<file path="config.mk">
export PLATFORM = sky130hd
export DESIGN_NAME = mmio_enclave
export DESIGN_NICKNAME = d
export VERILOG_FILES = /design/src/mmio_pkg.sv /design/src/mmio_dev_if.sv /design/src/mmio_enclave.sv /design/src/cfg_link_fanout.sv /design/src/clint_irq_bits.sv /design/src/clint_timer.sv /design/src/mmio_cmd_decode.sv
export SDC_FILE = /design/constraint.sdc
export NUM_CORES = 1
export LEC_CHECK = 0
export BUFFER_PORTS_ARGS = -buffer_cell sky130_fd_sc_hd__clkbuf_2
export CAP_MARGIN = 20
export CORE_ASPECT_RATIO = 0.75
export CORE_MARGIN = 2
export CORE_UTILIZATION = 54
export CTS_BUF_LIST = sky130_fd_sc_hd__clkbuf_4
export CTS_CLUSTER_SIZE = 24
export DETAILED_ROUTE_END_ITERATION = 16
export MAX_ROUTING_LAYER = met4
export PLACE_DENSITY = 0.78
export SLEW_MARGIN = 20
export SYNTH_ARGS = -nofsm -noshare
export SYNTH_HDL_FRONTEND = slang
export SYNTH_SLANG_ARGS = --single-unit
</file>
<file path="constraint.sdc">
create_clock -name clk_i -period 2.8 [get_ports clk_i]
set_clock_uncertainty 0.05 [all_clocks]
set_input_delay 0.56 -clock clk_i [delete_from_list [all_inputs] [get_ports clk_i]]
set_output_delay 0.56 -clock clk_i [all_outputs]
set_load 0.01 [all_outputs]
</file>
<file path="src/mmio_pkg.sv">
// Address map, register widths and config payload layout shared by the MMIO enclave
package mmio_pkg;

   localparam int addr_width = 20;
   localparam int dword_width = 64;
   localparam int region_width = 8;

   // Region code sits in the upper address bits
   localparam int region_lsb = 12;

   // Core index starts above the byte offset of a 64-bit register
   localparam int byte_offset_width = 3;

   typedef logic [addr_width-1:0] mmio_addr_t;
   typedef logic [dword_width-1:0] dword_t;
   typedef logic [region_width-1:0] region_t;

   localparam region_t region_cfg = 8'h00;
   localparam region_t region_mipi = 8'h01;
   localparam region_t region_mtimecmp = 8'h02;
   localparam region_t region_mtime = 8'h03;
   localparam region_t region_plic = 8'h04;

   localparam int cfg_addr_width = 16;
   localparam int cfg_data_width = 32;
   localparam int cfg_core_width = 8;

   typedef logic [cfg_addr_width-1:0] cfg_addr_t;
   typedef logic [cfg_data_width-1:0] cfg_data_t;
   typedef logic [cfg_core_width-1:0] cfg_core_t;

   // Config payload fields in the write data
   localparam int cfg_data_lsb = 0;
   localparam int cfg_addr_lsb = 32;
   localparam int cfg_core_lsb = 48;
   localparam cfg_core_t cfg_broadcast = '1;

endpackage
</file>
<file path="src/mmio_dev_if.sv">
// Decoded register selects and write data, driven by the command decoder into each device
interface mmio_dev_if
#(
   parameter int num_core = 4
);

   logic wr_v;
   logic [num_core-1:0] mipi_sel;
   logic [num_core-1:0] mtimecmp_sel;
   logic [num_core-1:0] plic_sel;
   logic mtime_sel;
   logic cfg_sel;
   mmio_pkg::dword_t wdata;

   modport decode
   (
      output wr_v, mipi_sel, mtimecmp_sel, plic_sel, mtime_sel, cfg_sel, wdata
   );

   modport dev
   (
      input wr_v, mipi_sel, mtimecmp_sel, plic_sel, mtime_sel, cfg_sel, wdata
   );

endinterface

</file>
<file path="src/mmio_enclave.sv">
// RTL top level of the MMIO enclave that ties the command port and response mux to four devices
module mmio_enclave
#(
   parameter int num_core = 4,
   parameter int irq_pipe_depth = 4,
   parameter int cfg_pipe_depth = 4
)
(
   input logic clk_i,
   input logic rst_i,

   input logic cmd_v_i,
   input logic cmd_wr_i,
   input mmio_pkg::mmio_addr_t cmd_addr_i,
   input mmio_pkg::dword_t cmd_data_i,
   output logic cmd_yumi_o,

   output logic resp_v_o,
   output mmio_pkg::dword_t resp_data_o,
   input logic resp_ready_i,

   output logic [num_core-1:0] soft_irq_o,
   output logic [num_core-1:0] timer_irq_o,
   output logic [num_core-1:0] external_irq_o,

   output logic [num_core-1:0] cfg_w_v_o,
   output mmio_pkg::cfg_addr_t [num_core-1:0] cfg_addr_o,
   output mmio_pkg::cfg_data_t [num_core-1:0] cfg_data_o
);

   logic take;
   mmio_pkg::region_t rd_region;
   mmio_pkg::dword_t mtime;
   mmio_pkg::dword_t mtimecmp_rd;
   logic mipi_rd;
   logic plic_rd;

   mmio_dev_if #(.num_core(num_core)) dev_if ();

   mmio_cmd_decode #(.num_core(num_core)) u_decode
   (
      .cmd_v_i(cmd_v_i),
      .cmd_wr_i(cmd_wr_i),
      .resp_ready_i(resp_ready_i),
      .cmd_addr_i(cmd_addr_i),
      .cmd_data_i(cmd_data_i),
      .take_o(take),
      .dev(dev_if.decode),
      .rd_region_o(rd_region)
   );

   clint_timer #(.num_core(num_core), .irq_pipe_depth(irq_pipe_depth)) u_timer
   (
      .clk_i(clk_i),
      .rst_i(rst_i),
      .dev(dev_if.dev),
      .mtime_o(mtime),
      .mtimecmp_rd_o(mtimecmp_rd),
      .timer_irq_o(timer_irq_o)
   );

   clint_irq_bits #(.num_core(num_core), .irq_pipe_depth(irq_pipe_depth)) u_irq_bits
   (
      .clk_i(clk_i),
      .rst_i(rst_i),
      .dev(dev_if.dev),
      .mipi_rd_o(mipi_rd),
      .plic_rd_o(plic_rd),
      .soft_irq_o(soft_irq_o),
      .external_irq_o(external_irq_o)
   );

   cfg_link_fanout #(.num_core(num_core), .cfg_pipe_depth(cfg_pipe_depth)) u_cfg
   (
      .clk_i(clk_i),
      .rst_i(rst_i),
      .dev(dev_if.dev),
      .cfg_w_v_o(cfg_w_v_o),
      .cfg_addr_o(cfg_addr_o),
      .cfg_data_o(cfg_data_o)
   );

   // Response goes out in the same cycle the command is taken
   assign cmd_yumi_o = take;
   assign resp_v_o = take;

   always_comb
   begin
      case (rd_region)
         mmio_pkg::region_plic: resp_data_o = mmio_pkg::dword_t'(plic_rd);
         mmio_pkg::region_mipi: resp_data_o = mmio_pkg::dword_t'(mipi_rd);
         mmio_pkg::region_mtimecmp: resp_data_o = mtimecmp_rd;
         mmio_pkg::region_cfg: resp_data_o = '0;
         // mtime region and unmapped addresses
         default: resp_data_o = mtime;
      endcase
   end

endmodule

</file>
<file path="src/cfg_link_fanout.sv">
// Config link writes fanned out to one core or broadcast, through a delay pipe per core
module cfg_link_fanout
#(
   parameter int num_core = 4,
   parameter int cfg_pipe_depth = 4
)
(
   input logic clk_i,
   input logic rst_i,
   mmio_dev_if.dev dev,
   output logic [num_core-1:0] cfg_w_v_o,
   output mmio_pkg::cfg_addr_t [num_core-1:0] cfg_addr_o,
   output mmio_pkg::cfg_data_t [num_core-1:0] cfg_data_o
);

   mmio_pkg::cfg_core_t target;
   mmio_pkg::cfg_addr_t addr_in;
   mmio_pkg::cfg_data_t data_in;
   logic [num_core-1:0] strobe;
   logic [cfg_pipe_depth-1:0][num_core-1:0] v_pipe;
   mmio_pkg::cfg_addr_t [cfg_pipe_depth-1:0][num_core-1:0] addr_pipe;
   mmio_pkg::cfg_data_t [cfg_pipe_depth-1:0][num_core-1:0] data_pipe;

   assign target = dev.wdata[mmio_pkg::cfg_core_lsb +: mmio_pkg::cfg_core_width];
   assign addr_in = dev.wdata[mmio_pkg::cfg_addr_lsb +: mmio_pkg::cfg_addr_width];
   assign data_in = dev.wdata[mmio_pkg::cfg_data_lsb +: mmio_pkg::cfg_data_width];

   // Out-of-range targets match no core under the full-width compare
   always_comb
   begin
      for (int i = 0; i < num_core; i++)
         strobe[i] = dev.wr_v && dev.cfg_sel &&
                     ((target == mmio_pkg::cfg_broadcast) ||
                      (target == mmio_pkg::cfg_core_t'(i)));
   end

   always_ff @(posedge clk_i)
   begin
      if (rst_i)
         v_pipe <= '0;
      else
      begin
         v_pipe[0] <= strobe;
         for (int s = 1; s < cfg_pipe_depth; s++)
            v_pipe[s] <= v_pipe[s-1];
      end
   end

   // Payload follows the strobe stage for stage
   always_ff @(posedge clk_i)
   begin
      for (int i = 0; i < num_core; i++)
      begin
         addr_pipe[0][i] <= addr_in;
         data_pipe[0][i] <= data_in;
      end
      for (int s = 1; s < cfg_pipe_depth; s++)
      begin
         addr_pipe[s] <= addr_pipe[s-1];
         data_pipe[s] <= data_pipe[s-1];
      end
   end

   assign cfg_w_v_o = v_pipe[cfg_pipe_depth-1];
   assign cfg_addr_o = addr_pipe[cfg_pipe_depth-1];
   assign cfg_data_o = data_pipe[cfg_pipe_depth-1];

endmodule

</file>
<file path="src/clint_irq_bits.sv">
// Per-core software and external interrupt bits, delayed out to the cores and readable back
module clint_irq_bits
#(
   parameter int num_core = 4,
   parameter int irq_pipe_depth = 4
)
(
   input logic clk_i,
   input logic rst_i,
   mmio_dev_if.dev dev,
   output logic mipi_rd_o,
   output logic plic_rd_o,
   output logic [num_core-1:0] soft_irq_o,
   output logic [num_core-1:0] external_irq_o
);

   logic [num_core-1:0] mipi_r;
   logic [num_core-1:0] plic_r;

   // Upper half plic, lower half mipi
   logic [irq_pipe_depth-1:0][2*num_core-1:0] irq_pipe;

   always_ff @(posedge clk_i)
   begin
      if (rst_i)
      begin
         mipi_r <= '0;
         plic_r <= '0;
      end
      else
      begin
         for (int i = 0; i < num_core; i++)
         begin
            if (dev.wr_v && dev.mipi_sel[i])
               mipi_r[i] <= dev.wdata[0];
            if (dev.wr_v && dev.plic_sel[i])
               plic_r[i] <= dev.wdata[0];
         end
      end
   end

   always_ff @(posedge clk_i)
   begin
      if (rst_i)
         irq_pipe <= '0;
      else
      begin
         irq_pipe[0] <= {plic_r, mipi_r};
         for (int s = 1; s < irq_pipe_depth; s++)
            irq_pipe[s] <= irq_pipe[s-1];
      end
   end

   assign {external_irq_o, soft_irq_o} = irq_pipe[irq_pipe_depth-1];

   // Selects are one-hot so an OR picks the addressed bit
   assign mipi_rd_o = |(mipi_r & dev.mipi_sel);
   assign plic_rd_o = |(plic_r & dev.plic_sel);

endmodule

</file>
<file path="src/clint_timer.sv">
// Machine timer with per-core compare registers; drives delayed timer interrupts to the cores
module clint_timer
#(
   parameter int num_core = 4,
   parameter int irq_pipe_depth = 4
)
(
   input logic clk_i,
   input logic rst_i,
   mmio_dev_if.dev dev,
   output mmio_pkg::dword_t mtime_o,
   output mmio_pkg::dword_t mtimecmp_rd_o,
   output logic [num_core-1:0] timer_irq_o
);

   mmio_pkg::dword_t mtime_r;
   mmio_pkg::dword_t [num_core-1:0] mtimecmp_r;
   logic [num_core-1:0] timer_cond;
   logic [irq_pipe_depth-1:0][num_core-1:0] irq_pipe;

   // Free-running unless software loads it
   always_ff @(posedge clk_i)
   begin
      if (rst_i)
         mtime_r <= '0;
      else if (dev.wr_v && dev.mtime_sel)
         mtime_r <= dev.wdata;
      else
         mtime_r <= mtime_r + 1'b1;
   end

   always_ff @(posedge clk_i)
   begin
      if (rst_i)
         mtimecmp_r <= '1;
      else
      begin
         for (int i = 0; i < num_core; i++)
         begin
            if (dev.wr_v && dev.mtimecmp_sel[i])
               mtimecmp_r[i] <= dev.wdata;
         end
      end
   end

   // Compare and one-hot readback
   always_comb
   begin
      mtimecmp_rd_o = '0;
      for (int i = 0; i < num_core; i++)
      begin
         timer_cond[i] = (mtime_r >= mtimecmp_r[i]);
         if (dev.mtimecmp_sel[i])
            mtimecmp_rd_o = mtimecmp_rd_o | mtimecmp_r[i];
      end
   end

   // Wire delay toward the tiles
   always_ff @(posedge clk_i)
   begin
      if (rst_i)
         irq_pipe <= '0;
      else
      begin
         irq_pipe[0] <= timer_cond;
         for (int s = 1; s < irq_pipe_depth; s++)
            irq_pipe[s] <= irq_pipe[s-1];
      end
   end

   assign timer_irq_o = irq_pipe[irq_pipe_depth-1];
   assign mtime_o = mtime_r;

endmodule

</file>
<file path="src/mmio_cmd_decode.sv">
// Splits a command address into region and core, producing device selects for the enclave
module mmio_cmd_decode
#(
   parameter int num_core = 4
)
(
   input logic cmd_v_i,
   input logic cmd_wr_i,
   input logic resp_ready_i,
   input mmio_pkg::mmio_addr_t cmd_addr_i,
   input mmio_pkg::dword_t cmd_data_i,
   output logic take_o,
   mmio_dev_if.decode dev,
   output mmio_pkg::region_t rd_region_o
);

   localparam int core_idx_width = (num_core > 1) ? $clog2(num_core) : 1;

   mmio_pkg::region_t region;
   logic [core_idx_width-1:0] core_idx;
   logic [num_core-1:0] core_oh;
   logic mipi_hit;
   logic mtimecmp_hit;
   logic plic_hit;

   // Consume only when a response can go out the same cycle
   assign take_o = cmd_v_i & resp_ready_i;

   assign region = cmd_addr_i[mmio_pkg::region_lsb +: mmio_pkg::region_width];
   assign core_idx = cmd_addr_i[mmio_pkg::byte_offset_width +: core_idx_width];
   assign core_oh = num_core'(1) << core_idx;

   assign mipi_hit = take_o && (region == mmio_pkg::region_mipi);
   assign mtimecmp_hit = take_o && (region == mmio_pkg::region_mtimecmp);
   assign plic_hit = take_o && (region == mmio_pkg::region_plic);

   // Per-core regions get a one-hot core select
   assign dev.mipi_sel = mipi_hit ? core_oh : '0;
   assign dev.mtimecmp_sel = mtimecmp_hit ? core_oh : '0;
   assign dev.plic_sel = plic_hit ? core_oh : '0;

   assign dev.mtime_sel = take_o && (region == mmio_pkg::region_mtime);
   assign dev.cfg_sel = take_o && (region == mmio_pkg::region_cfg);

   assign dev.wr_v = take_o & cmd_wr_i;
   assign dev.wdata = cmd_data_i;

   assign rd_region_o = region;

endmodule

</file>
; Word-level counts from Yosys, hierarchy flattened
; Cells that the tools add are included.
[word_totals]
register_bits = 584
in_bits = 89
out_inout_bits = 274
word_cells = 94
[classes]
n_addsub = 1
magnitude_cmp = 4
n_eq_ne = 8
shift = 1
muxes = 9
bitwise_logic = 7
n_reduce_logical = 31
[op_table]
columns = operator, n
row1 = $mux 64, 5
row2 = $ge 64x64->1, 4
row3 = $pmux 64 s4, 1
row4 = $or 64x64->64, 3
row5 = $add 64x1->64 const B, 1
row6 = $eq 8x2->1 const B, 4
row7 = $logic_and 1x1->1, 23
row8 = $eq 8x1->1 const B, 2
row9 = $logic_not 8->1, 2
row10 = $mux 4, 3
row11 = $and 4x4->4, 2
row12 = $eq 8x3->1 const B, 1
row13 = $eq 8x8->1 const B, 1
row14 = $reduce_or 4->1, 2
row15 = $logic_or 1x1->1, 4
row16 = $shl 1x2->4 const A, 1
row17 = $and 1x1->1, 2

; Longest topological paths before layout
; Gate-level depths: netlist of run 1.
[depth]
ltp_word = 11
depth_mapped = 10
mapped_depth_nobuf = 9

; Hierarchy
; From an unflattened synthesis of run 1, not the netlist that was laid out.
[unflattened]
hier_cells = 3208
hier_area_um2 = 29872.4
[modules_own_cells]
columns = module, n_inst, cells_per_inst, area_each_um2, seq_area_each_um2
row1 = clint_timer, 1, 2458, 20937.6, 6726.5
row2 = cfg_link_fanout, 1, 432, 5818.1, 4164.0
row3 = clint_irq_bits, 1, 117, 1320.0, 800.8
row4 = mmio_cmd_decode, 1, 113, 923.4, 0.0
row5 = mmio_enclave, 1, 88, 873.3, 0.0

; Worst setup path before layout of run 1
; Ideal clock, no wire load.
[synth_path]
path_kind = input-to-output
startpoint = in cmd_addr_i[19]
endpoint = out resp_data_o[24]
arrival_ps = 2295
t_required_ps = 2190
path_slack_ps = -105
path_stages = 7
n_path_buf = 3
path_cell_list = or4_1 -> nor2_2 -> and3_1 -> clkbuf_1 -> clkbuf_1 -> buf_1 -> a22o_1
[synth_between]
elab_chain_cells = 11
elab_cells_between_ends = 14
classes_between = 3 x eq/ne / 6 x mux / 3 x bitwise / 2 x reduce/logical
[synth_rtl]
columns = item, line_no
row1 = from (decl), mmio_enclave.sv:14  ; input mmio_pkg::mmio_addr_t cmd_addr_i,
row2 = $eq 8x2->1, "mmio_enclave.sv:89, mmio_cmd_decode.sv:34"
row3 = $logic_and 1x1->1, mmio_cmd_decode.sv:34  ; assign mtimecmp_hit = take_o && (region == mmio_pkg::region_mtimecmp);
row4 = $mux 4, mmio_cmd_decode.sv:39  ; assign dev.mtimecmp_sel = mtimecmp_hit ? core_oh : '0;
row5 = $mux 64, clint_timer.sv:53  ; if (dev.mtimecmp_sel[i])
row6 = $or 64x64->64, clint_timer.sv:54  ; mtimecmp_rd_o = mtimecmp_rd_o | mtimecmp_r[i];
row7 = $mux 64, clint_timer.sv:53
row8 = $or 64x64->64, clint_timer.sv:54
row9 = $mux 64, clint_timer.sv:53
row10 = $or 64x64->64, clint_timer.sv:54
row11 = $mux 64, clint_timer.sv:53
row12 = $pmux 64 s4 (*), mmio_enclave.sv:89  ; case (rd_region)
row13 = to (decl), mmio_enclave.sv:19  ; output mmio_pkg::dword_t resp_data_o,
; Mark *: on every way between the ends. The rest lies on a longest branch, timed or not.

; Worst setup path after layout of run 1
[layout_path]
startpoint = reg u_irq_bits.plic_r[3]
endpoint = out resp_data_o[0]
[layout_between]
elab_chain_cells = 3
[layout_rtl]
columns = item, line_no
row1 = from (decl), clint_irq_bits.sv:18  ; logic [num_core-1:0] plic_r;
row2 = "from (signal, indexed assignment)", clint_irq_bits.sv:37  ; plic_r[i] <= dev.wdata[0];
row3 = $and 4x4->4, clint_irq_bits.sv:58  ; assign plic_rd_o = |(plic_r & dev.plic_sel);
row4 = $reduce_or 4->1, clint_irq_bits.sv:58
row5 = $pmux 64 s4, mmio_enclave.sv:89
; No other way between the ends.

==> results of run 1 <==
synth_stat cells, drive strengths merged, types with 5 or more instances:
| cell type | n | area share |
|---|---|---|
| xor2 | 46 | 0.014 |
| or3 | 6 | 0.0013 |
| a22o | 65 | 0.020 |
| xnor2 | 14 | 0.0044 |
| mux2i | 5 | 0.0018 |
| nor4 | 11 | 0.0032 |
| dfxtp | 584 | 0.42 |
| o21ai | 41 | 0.0073 |
| and4 | 10 | 0.0034 |
| a2111oi | 6 | 0.0019 |
| and3 | 14 | 0.0031 |
| buf | 264 | 0.066 |
| a211oi | 67 | 0.018 |
| mux4 | 64 | 0.052 |
| nor2 | 116 | 0.016 |
| nor2b | 62 | 0.014 |
| a21o | 57 | 0.015 |
| nand2b | 6 | 0.0013 |
| nor3 | 21 | 0.0046 |
| nand4 | 68 | 0.016 |
| clkbuf | 93 | 0.013 |
| nand2 | 346 | 0.046 |
| ha | 257 | 0.11 |
| o211ai | 260 | 0.070 |
| o21a | 5 | 0.0013 |
| a21oi | 103 | 0.018 |
| nand3 | 48 | 0.0094 |
| inv | 259 | 0.035 |
stage by stage:
step	setup TNS (ps)	cells
detailed placement	-42940	3745
global placement	-42330	3745
CTS	-11480	4072
finish	-9230	4096
floorplan	0	2931
global route	-11040	4096
cell families (layout without fill, tap and decap cells):
logic type | count (synthesis) | in the layout | share of synthesized area
AOI/OAI and AO/OA | 627 | 627 | 0.159
xor gates and xnor gates | 60 | 60 | 0.0188
adders and majority gates | 257 | 257 | 0.115
buffers and inverters | 618 | 1110 | 0.114
DFF | 584 | 584 | 0.418
muxes | 69 | 69 | 0.0533
other | 0 | 7 | 0
and+or+nand+nor | 716 | 716 | 0.121
per-layer routing:
| layer | track usage | vias to the layer above | share of wire |
|---|---|---|---|
| li1 | - | 11000 | - |
| met1 | 0.409 | 11300 | 0.43 |
| met2 | 0.466 | 1197 | 0.45 |
| met3 | 0.0651 | 183 | 0.096 |
| met4 | 0.0999 | 0 | 0.029 |
| met5 | - | - | 0 |
area by class of cell:
type / instances / area share
multi-input cells: 1729 / 0.400
inverters: 260 / 0.0295
flip-flops and latches: 584 / 0.351
well taps: 666 / 0.0250
diodes: 7 / 0.000526
repair buffers: 598 / 0.137
clock buffers: 200 / 0.0451
clock inverters: 52 / 0.0118
critical path, delay by kind of cell (launching register included):
family | cells | cell delay (ps)
AOI/OAI and AO/OA | 3 | 530
muxes | 1 | 520
DFF | 1 | 330
buffers and inverters | 1 | 140
and+or+nand+nor | 1 | 70
power by group:
part | internal (W) | switching [W]
logic | 0.000322 | 0.000501
clock network | 0.00396 | 0.00346
registers | 0.00846 | 0.0000635
total | 0.0127 | 0.00402
final timing paths:
kind	startpoint	end
hold / removal	cmd_addr_i[12]	u_cfg.v_pipe[3]
hold reg to reg	u_cfg.addr_pipe[78]	u_cfg.addr_pipe[142]
setup / recovery	u_irq_bits.plic_r[3]	resp_data_o[0]
setup reg to reg	u_timer.mtime_o[0]	u_timer.irq_pipe[3]
state kept, by name, indices dropped and copies added, names as in the netlist:
| signal | count |
|---|---|
| u_timer.timer_irq_o | 4 |
| u_cfg.v_pipe | 12 |
| u_cfg.cfg_addr_o | 16 |
| u_cfg.cfg_data_o | 32 |
| u_timer.irq_pipe | 12 |
| u_irq_bits.irq_pipe | 24 |
| u_irq_bits.soft_irq_o | 4 |
| u_timer.mtimecmp_r | 256 |
| u_cfg.cfg_w_v_o | 4 |
| u_cfg.addr_pipe | 48 |
| u_irq_bits.mipi_r | 4 |
| u_irq_bits.plic_r | 4 |
| u_irq_bits.external_irq_o | 4 |
| u_cfg.data_pipe | 96 |
| u_timer.mtime_o | 64 |
cells in the final DEF, fill, tap and decap left out, types with 18 or more instances in the layout:
cell type / netlist / routed
buf_4: 209 / 124
a21o_1: 57 / 57
o21ai_0: 40 / 39
nor2b_1: 62 / 62
mux4_2: 64 / 64
nand2_1: 346 / 346
dfxtp_1: 584 / 575
xor2_1: 46 / 46
buf_2: 39 / 35
clkinv_1: 1 / 31
clkbuf_2: 0 / 303
ha_1: 257 / 257
a22o_1: 64 / 51
a211oi_1: 66 / 65
dlygate4sd3_1: 0 / 67
nand3_1: 45 / 44
nor3_1: 19 / 18
inv_1: 259 / 259
buf_12: 0 / 46
a21oi_1: 103 / 101
o211ai_1: 260 / 260
nor2_1: 112 / 111
clkbuf_4: 0 / 200
nand4_1: 66 / 66
timing repair:
| action | CTS | global route |
|---|---|---|
| setup endpoints to repair | 66 | 78 |
| hold endpoints to repair | 351 | 0 |
| gates cloned | 3 | 4 |
| hold buffers | 67 | 0 |
| pin swaps | 15 | 52 |
| setup buffers | 6 | 15 |
| gates resized for setup | 36 | 79 |
==> run metrics, run 1 <==
cell area after synthesis=28000 µm²; status=complete, but fails checks; R2R depth=11; final worst slack=-235 ps; ANT nets after route=0; Top FF cell, synth=dfxtp_1; Rel. slew slack=0.473; Max FO, Critical Path=2; Initial Utilization=0.545; Port Buf Inserts=352; clk_lat worst skew=a little under 900 ps; drt via density=between 5 and 6; crit-path cells=mux4_2, a21o_1, a21oi_2, nor2_1, a2bb2oi_2, clkbuf_2; initial antenna violation count=9; IO Pins=roughly 360; Worst VDD drop=0.000411 V; core outline area=51300 µm²; Hold WC Path Type=input port to flip-flop; clock root buffer=clkbuf_4; Layout area overhead=19.1%; library cells used by synthesis=67; critical path type=flip-flop to primary output; final hold vios=0; # nets final=3663; drt wl/cell=19.8 µm; Yosys warnings=0; vias in the first global route=23400; Rows=72; share of layout cells above drive strength 1=0.256; DP Area=30100 µm²; Die Y=201 µm; crit end category=primary output; DRT iter0 DRCs=2270; CP startpoint kind=flip-flop; Pwr Total=between 0.015 and 0.02 W; GRT Residual Overflow=0; Multi-input gate area=13300 µm²; Core Util, Final=0.649; Setup WS pre-CTS=-290 ps; DRT Pass-1 Iters=6; slowest stage delay, CP=520 ps; Slew Viols, Final=0; Mean Syn Cell Area=9.54 µm²; RSZ-0062 raised after global routing=yes; Mapped Cells=between 2000 and 3000; Worst-Margin Slew=780 ps; Finished Cell Area=33300 µm²; H-tree levels=4; pin count of the biggest net entering global routing=74; Die Width=267 µm; syn nets=3277; static leakage=between 15 and 20 nW; fillcell total=4095; asr flop ratio synth=0; drt drc=0; Worst EP required=2190 ps; CTS Buffer Depth=3; number of synthesized register bits=584; Clk pin slew, worst setup/hold paths=70 ps; hold slack final=213 ps; minimum clock period after layout=3040 ps; die area=about 54000 µm²; sequential cell area=11700 µm²; Max Cap Viol=0; first-pass GRT wire length=approximately 130 mm; Setup-failing EPs final=64; highest clock rate=0.329 GHz; flop-to-flop setup slack=about 30 ps; vias=23700; gr usage total=0.307; number of synthesized flops with an enable pin=0; CTS Buf Count=144; pwr dens=503 nW/µm²; Critical-path top delay cell=mux4_2; Detailed Route WL=81.0 mm; fin crit share=1.08; CTS tree=yes; WP data arrival=2430 ps; GPL Wtd Cong=about 0.97; hold path depth=4; clock sink count=584; hpwl dp=57.4 mm; register area share after synthesis=0.418; failing checks=setup timing
No activity file was read; power rests on OpenSTA's default activity.
==> run 2: changes to the inputs <==
--- a/config.mk
+++ b/config.mk
@@ -10,7 +10,7 @@
 export CORE_ASPECT_RATIO = 0.75
 export CORE_MARGIN = 2
 export CORE_UTILIZATION = 54
-export CTS_BUF_LIST = sky130_fd_sc_hd__clkbuf_4
+export CTS_BUF_LIST = sky130_fd_sc_hd__clkbuf_8
 export CTS_CLUSTER_SIZE = 24
 export DETAILED_ROUTE_END_ITERATION = 16
 export MAX_ROUTING_LAYER = met4
==> constraint.sdc (replaced) <==
create_clock -name clk_i -period 2.8 [get_ports clk_i]
set_clock_uncertainty 0.05 [all_clocks]
set_input_delay 0.56 -clock clk_i [delete_from_list [all_inputs] [get_ports clk_i]]
set_output_delay 0.56 -clock clk_i [all_outputs]
set_load 0.02 [all_outputs]
==> run 2 against run 1 <==
  * Clock power up 14%
  * Maximum frequency up 2.3%
  * Setup slack improved by 68 ps
  * Register-to-register slack improved by 60 ps
  * The flow still finishes with violations (setup timing)
  * Design area grew 0.44%
  * Largest cell class unchanged
  * Die area unchanged
  * Global-route usage down 0.38 points
  * Count of clock-buffer cells in the layout shrank 80
==> run metrics, run 2 (synthesis gave the netlist of run 1 again) <==
status=complete, but fails checks; failing checks=setup timing; Rel. slew slack=0.445; DRT iter0 DRCs=about 2100; final hold vios=0; drt wl/cell=20.3 µm; met3 wire length=7.80 mm; IO Pins=roughly 360; Worst EP required=roughly 2200 ps; drt via density=around 5.8; first-pass GRT wire length=125 mm; final worst slack=-167 ps; metal2 WL=36.3 mm; Worst VDD drop=0.000386 V; Pwr Total=0.0179 W; CTS Buf Count=90; H-tree levels=3; fin crit share=1.06; gr usage total=0.303; clock root buffer=clkbuf_8; R2R depth=10; Clk pin slew, worst setup/hold paths=~60 ps; minimum clock period after layout=2970 ps; Port Buf Inserts=352; Layout area overhead=19.6%; drt drc=0; static leakage=between 15 and 20 nW; vias=23200; CTS tree=yes; Slew Viols, Final=0; share of layout cells above drive strength 1=0.243; # nets final=3582; hpwl dp=about 57 mm; Die Y=~200 µm; most frequent cells in the layout=dfxtp_1 (575), nand2_1 (346), clkbuf_2 (289), inv_1 (278), o211ai_1 (260); GPL Wtd Cong=0.957; vias in the first global route=22700; pwr dens=about 530 nW/µm²; Detailed Route WL=80.8 mm; Finished Cell Area=33500 µm²; DRT Pass-1 Iters=8; WP data arrival=2360 ps; most common cell after layout, fill and taps aside=dfxtp_1; max reg flops=256; highest clock rate=0.337 GHz; Max Cap Viol=0; setup TNS=-6550 ps; FF-to-FF Start=u_timer.mtime_o[9]; Biggest register=u_timer.mtimecmp_r; RSZ-0062 raised after global routing=yes; Setup WS pre-CTS=-270 ps; CP startpoint kind=input port; FF-to-FF End=u_timer.irq_pipe[3]; GRT Residual Overflow=0; crit end category=primary output; flop-to-flop setup slack=about 90 ps; Hold WC Path Type=input port to flip-flop; top layer in use=met4; critical path type=input port to primary output; clock sink count=584; Rows=72; Worst-Margin Slew=around 800 ps; ANT nets after route=0; initial antenna violation count=7; CP startpoint=cmd_addr_i[17]; die area=53700 µm²; Initial Utilization=0.545; core outline area=51300 µm²; clk_lat worst skew=about 710 ps; Die Width=~270 µm; DP Area=30100 µm²; Max FO, Critical Path=11; Setup-failing EPs final=64; CTS Buffer Depth=3; met1 WL=34.4 mm; pin count of the biggest net entering global routing=73; Core Util, Final=0.651; Critical Path End=resp_data_o[3]
run 2: cell types whose count changed in the layout (fill, tap and decap cells not counted), moves of 8 or more:
cell           previous run  this run
clkbuf_2                303       289
buf_2                    35        14
clkinv_1                 31         0
clkbuf_4                200         0
buf_8                     3        11
buf_4                   124       139
dlygate4sd3_1            67        36
clkbuf_8                  1       147
inv_1                   259       278
run 2: cell type report:
cell class / count / area, µm²
Multi-Input combinational cell: 1729 / 13300
Antenna cell: 6 / 15.0
Sequential cell: 584 / 11700
Clock buffer: 120 / 1650
Tap cell: 666 / 833
Inverter: 260 / 981
Fill cell: 3974 / 17900
Clock inverter: 46 / 528
Timing Repair Buffer: 571 / 4450
run 2: worst min path at each step:
| stage | from | to | cells past startpoint |
|---|---|---|---|
| floorplan | u_cfg.addr_pipe[64] | u_cfg.addr_pipe[128] | 0 |
| global placement | u_cfg.data_pipe[265] | u_cfg.cfg_data_o[9] | 0 |
| detailed placement | u_cfg.addr_pipe[0] | u_cfg.addr_pipe[64] | 0 |
| CTS | cmd_data_i[32] | u_cfg.addr_pipe[0] | 1 |
| global route | cmd_data_i[47] | u_cfg.addr_pipe[15] | 1 |
| finish | cmd_data_i[32] | u_cfg.addr_pipe[0] | 1 |
run 2: worst max-delay path, cell delays in order:
cell and delay, ps:
buf_6 90, or4_4 530, nor2_4 100, buf_6 140, buf_6 110, o21ai_4 150, buf_12 210, a22o_1 290
clkbuf_2 170
run 2: routing by layer:
| metal | up-vias | GRT usage |
|---|---|---|
| met5 | - | - |
| met4 | 0 | 0.104 |
| li1 | 10800 | - |
| met1 | 11000 | 0.402 |
| met3 | 178 | 0.0625 |
| met2 | 1286 | 0.461 |
run 2: report_power, final:
part,internal [W],switching (W),leakage (nW)
combinational,0.000293,0.000603,10.9
sequential,0.00846,0.0000652,4.79
clock,0.00496,0.00351,1.18
total,0.0137,0.00418,16.9
run 2: repair_timing:
action | CTS | global route
pin swaps | 29 | 15
endpoints found under the setup margin | 64 | 76
endpoints found under the hold margin | 36 | 0
hold buffers | 36 | 0
setup buffers | 8 | 9
cloned | 2 | 2
gates resized for setup | 101 | 70
run 2: through the flow:
| step | hold slack [ps] | cells |
|---|---|---|
| finish | 56.3 | 3982 |
| CTS | 1.09 | 3967 |
| global placement | 260 | 3756 |
| detailed placement | 262 | 3756 |
| global route | 11.2 | 3981 |
| floorplan | 260 | 2931 |
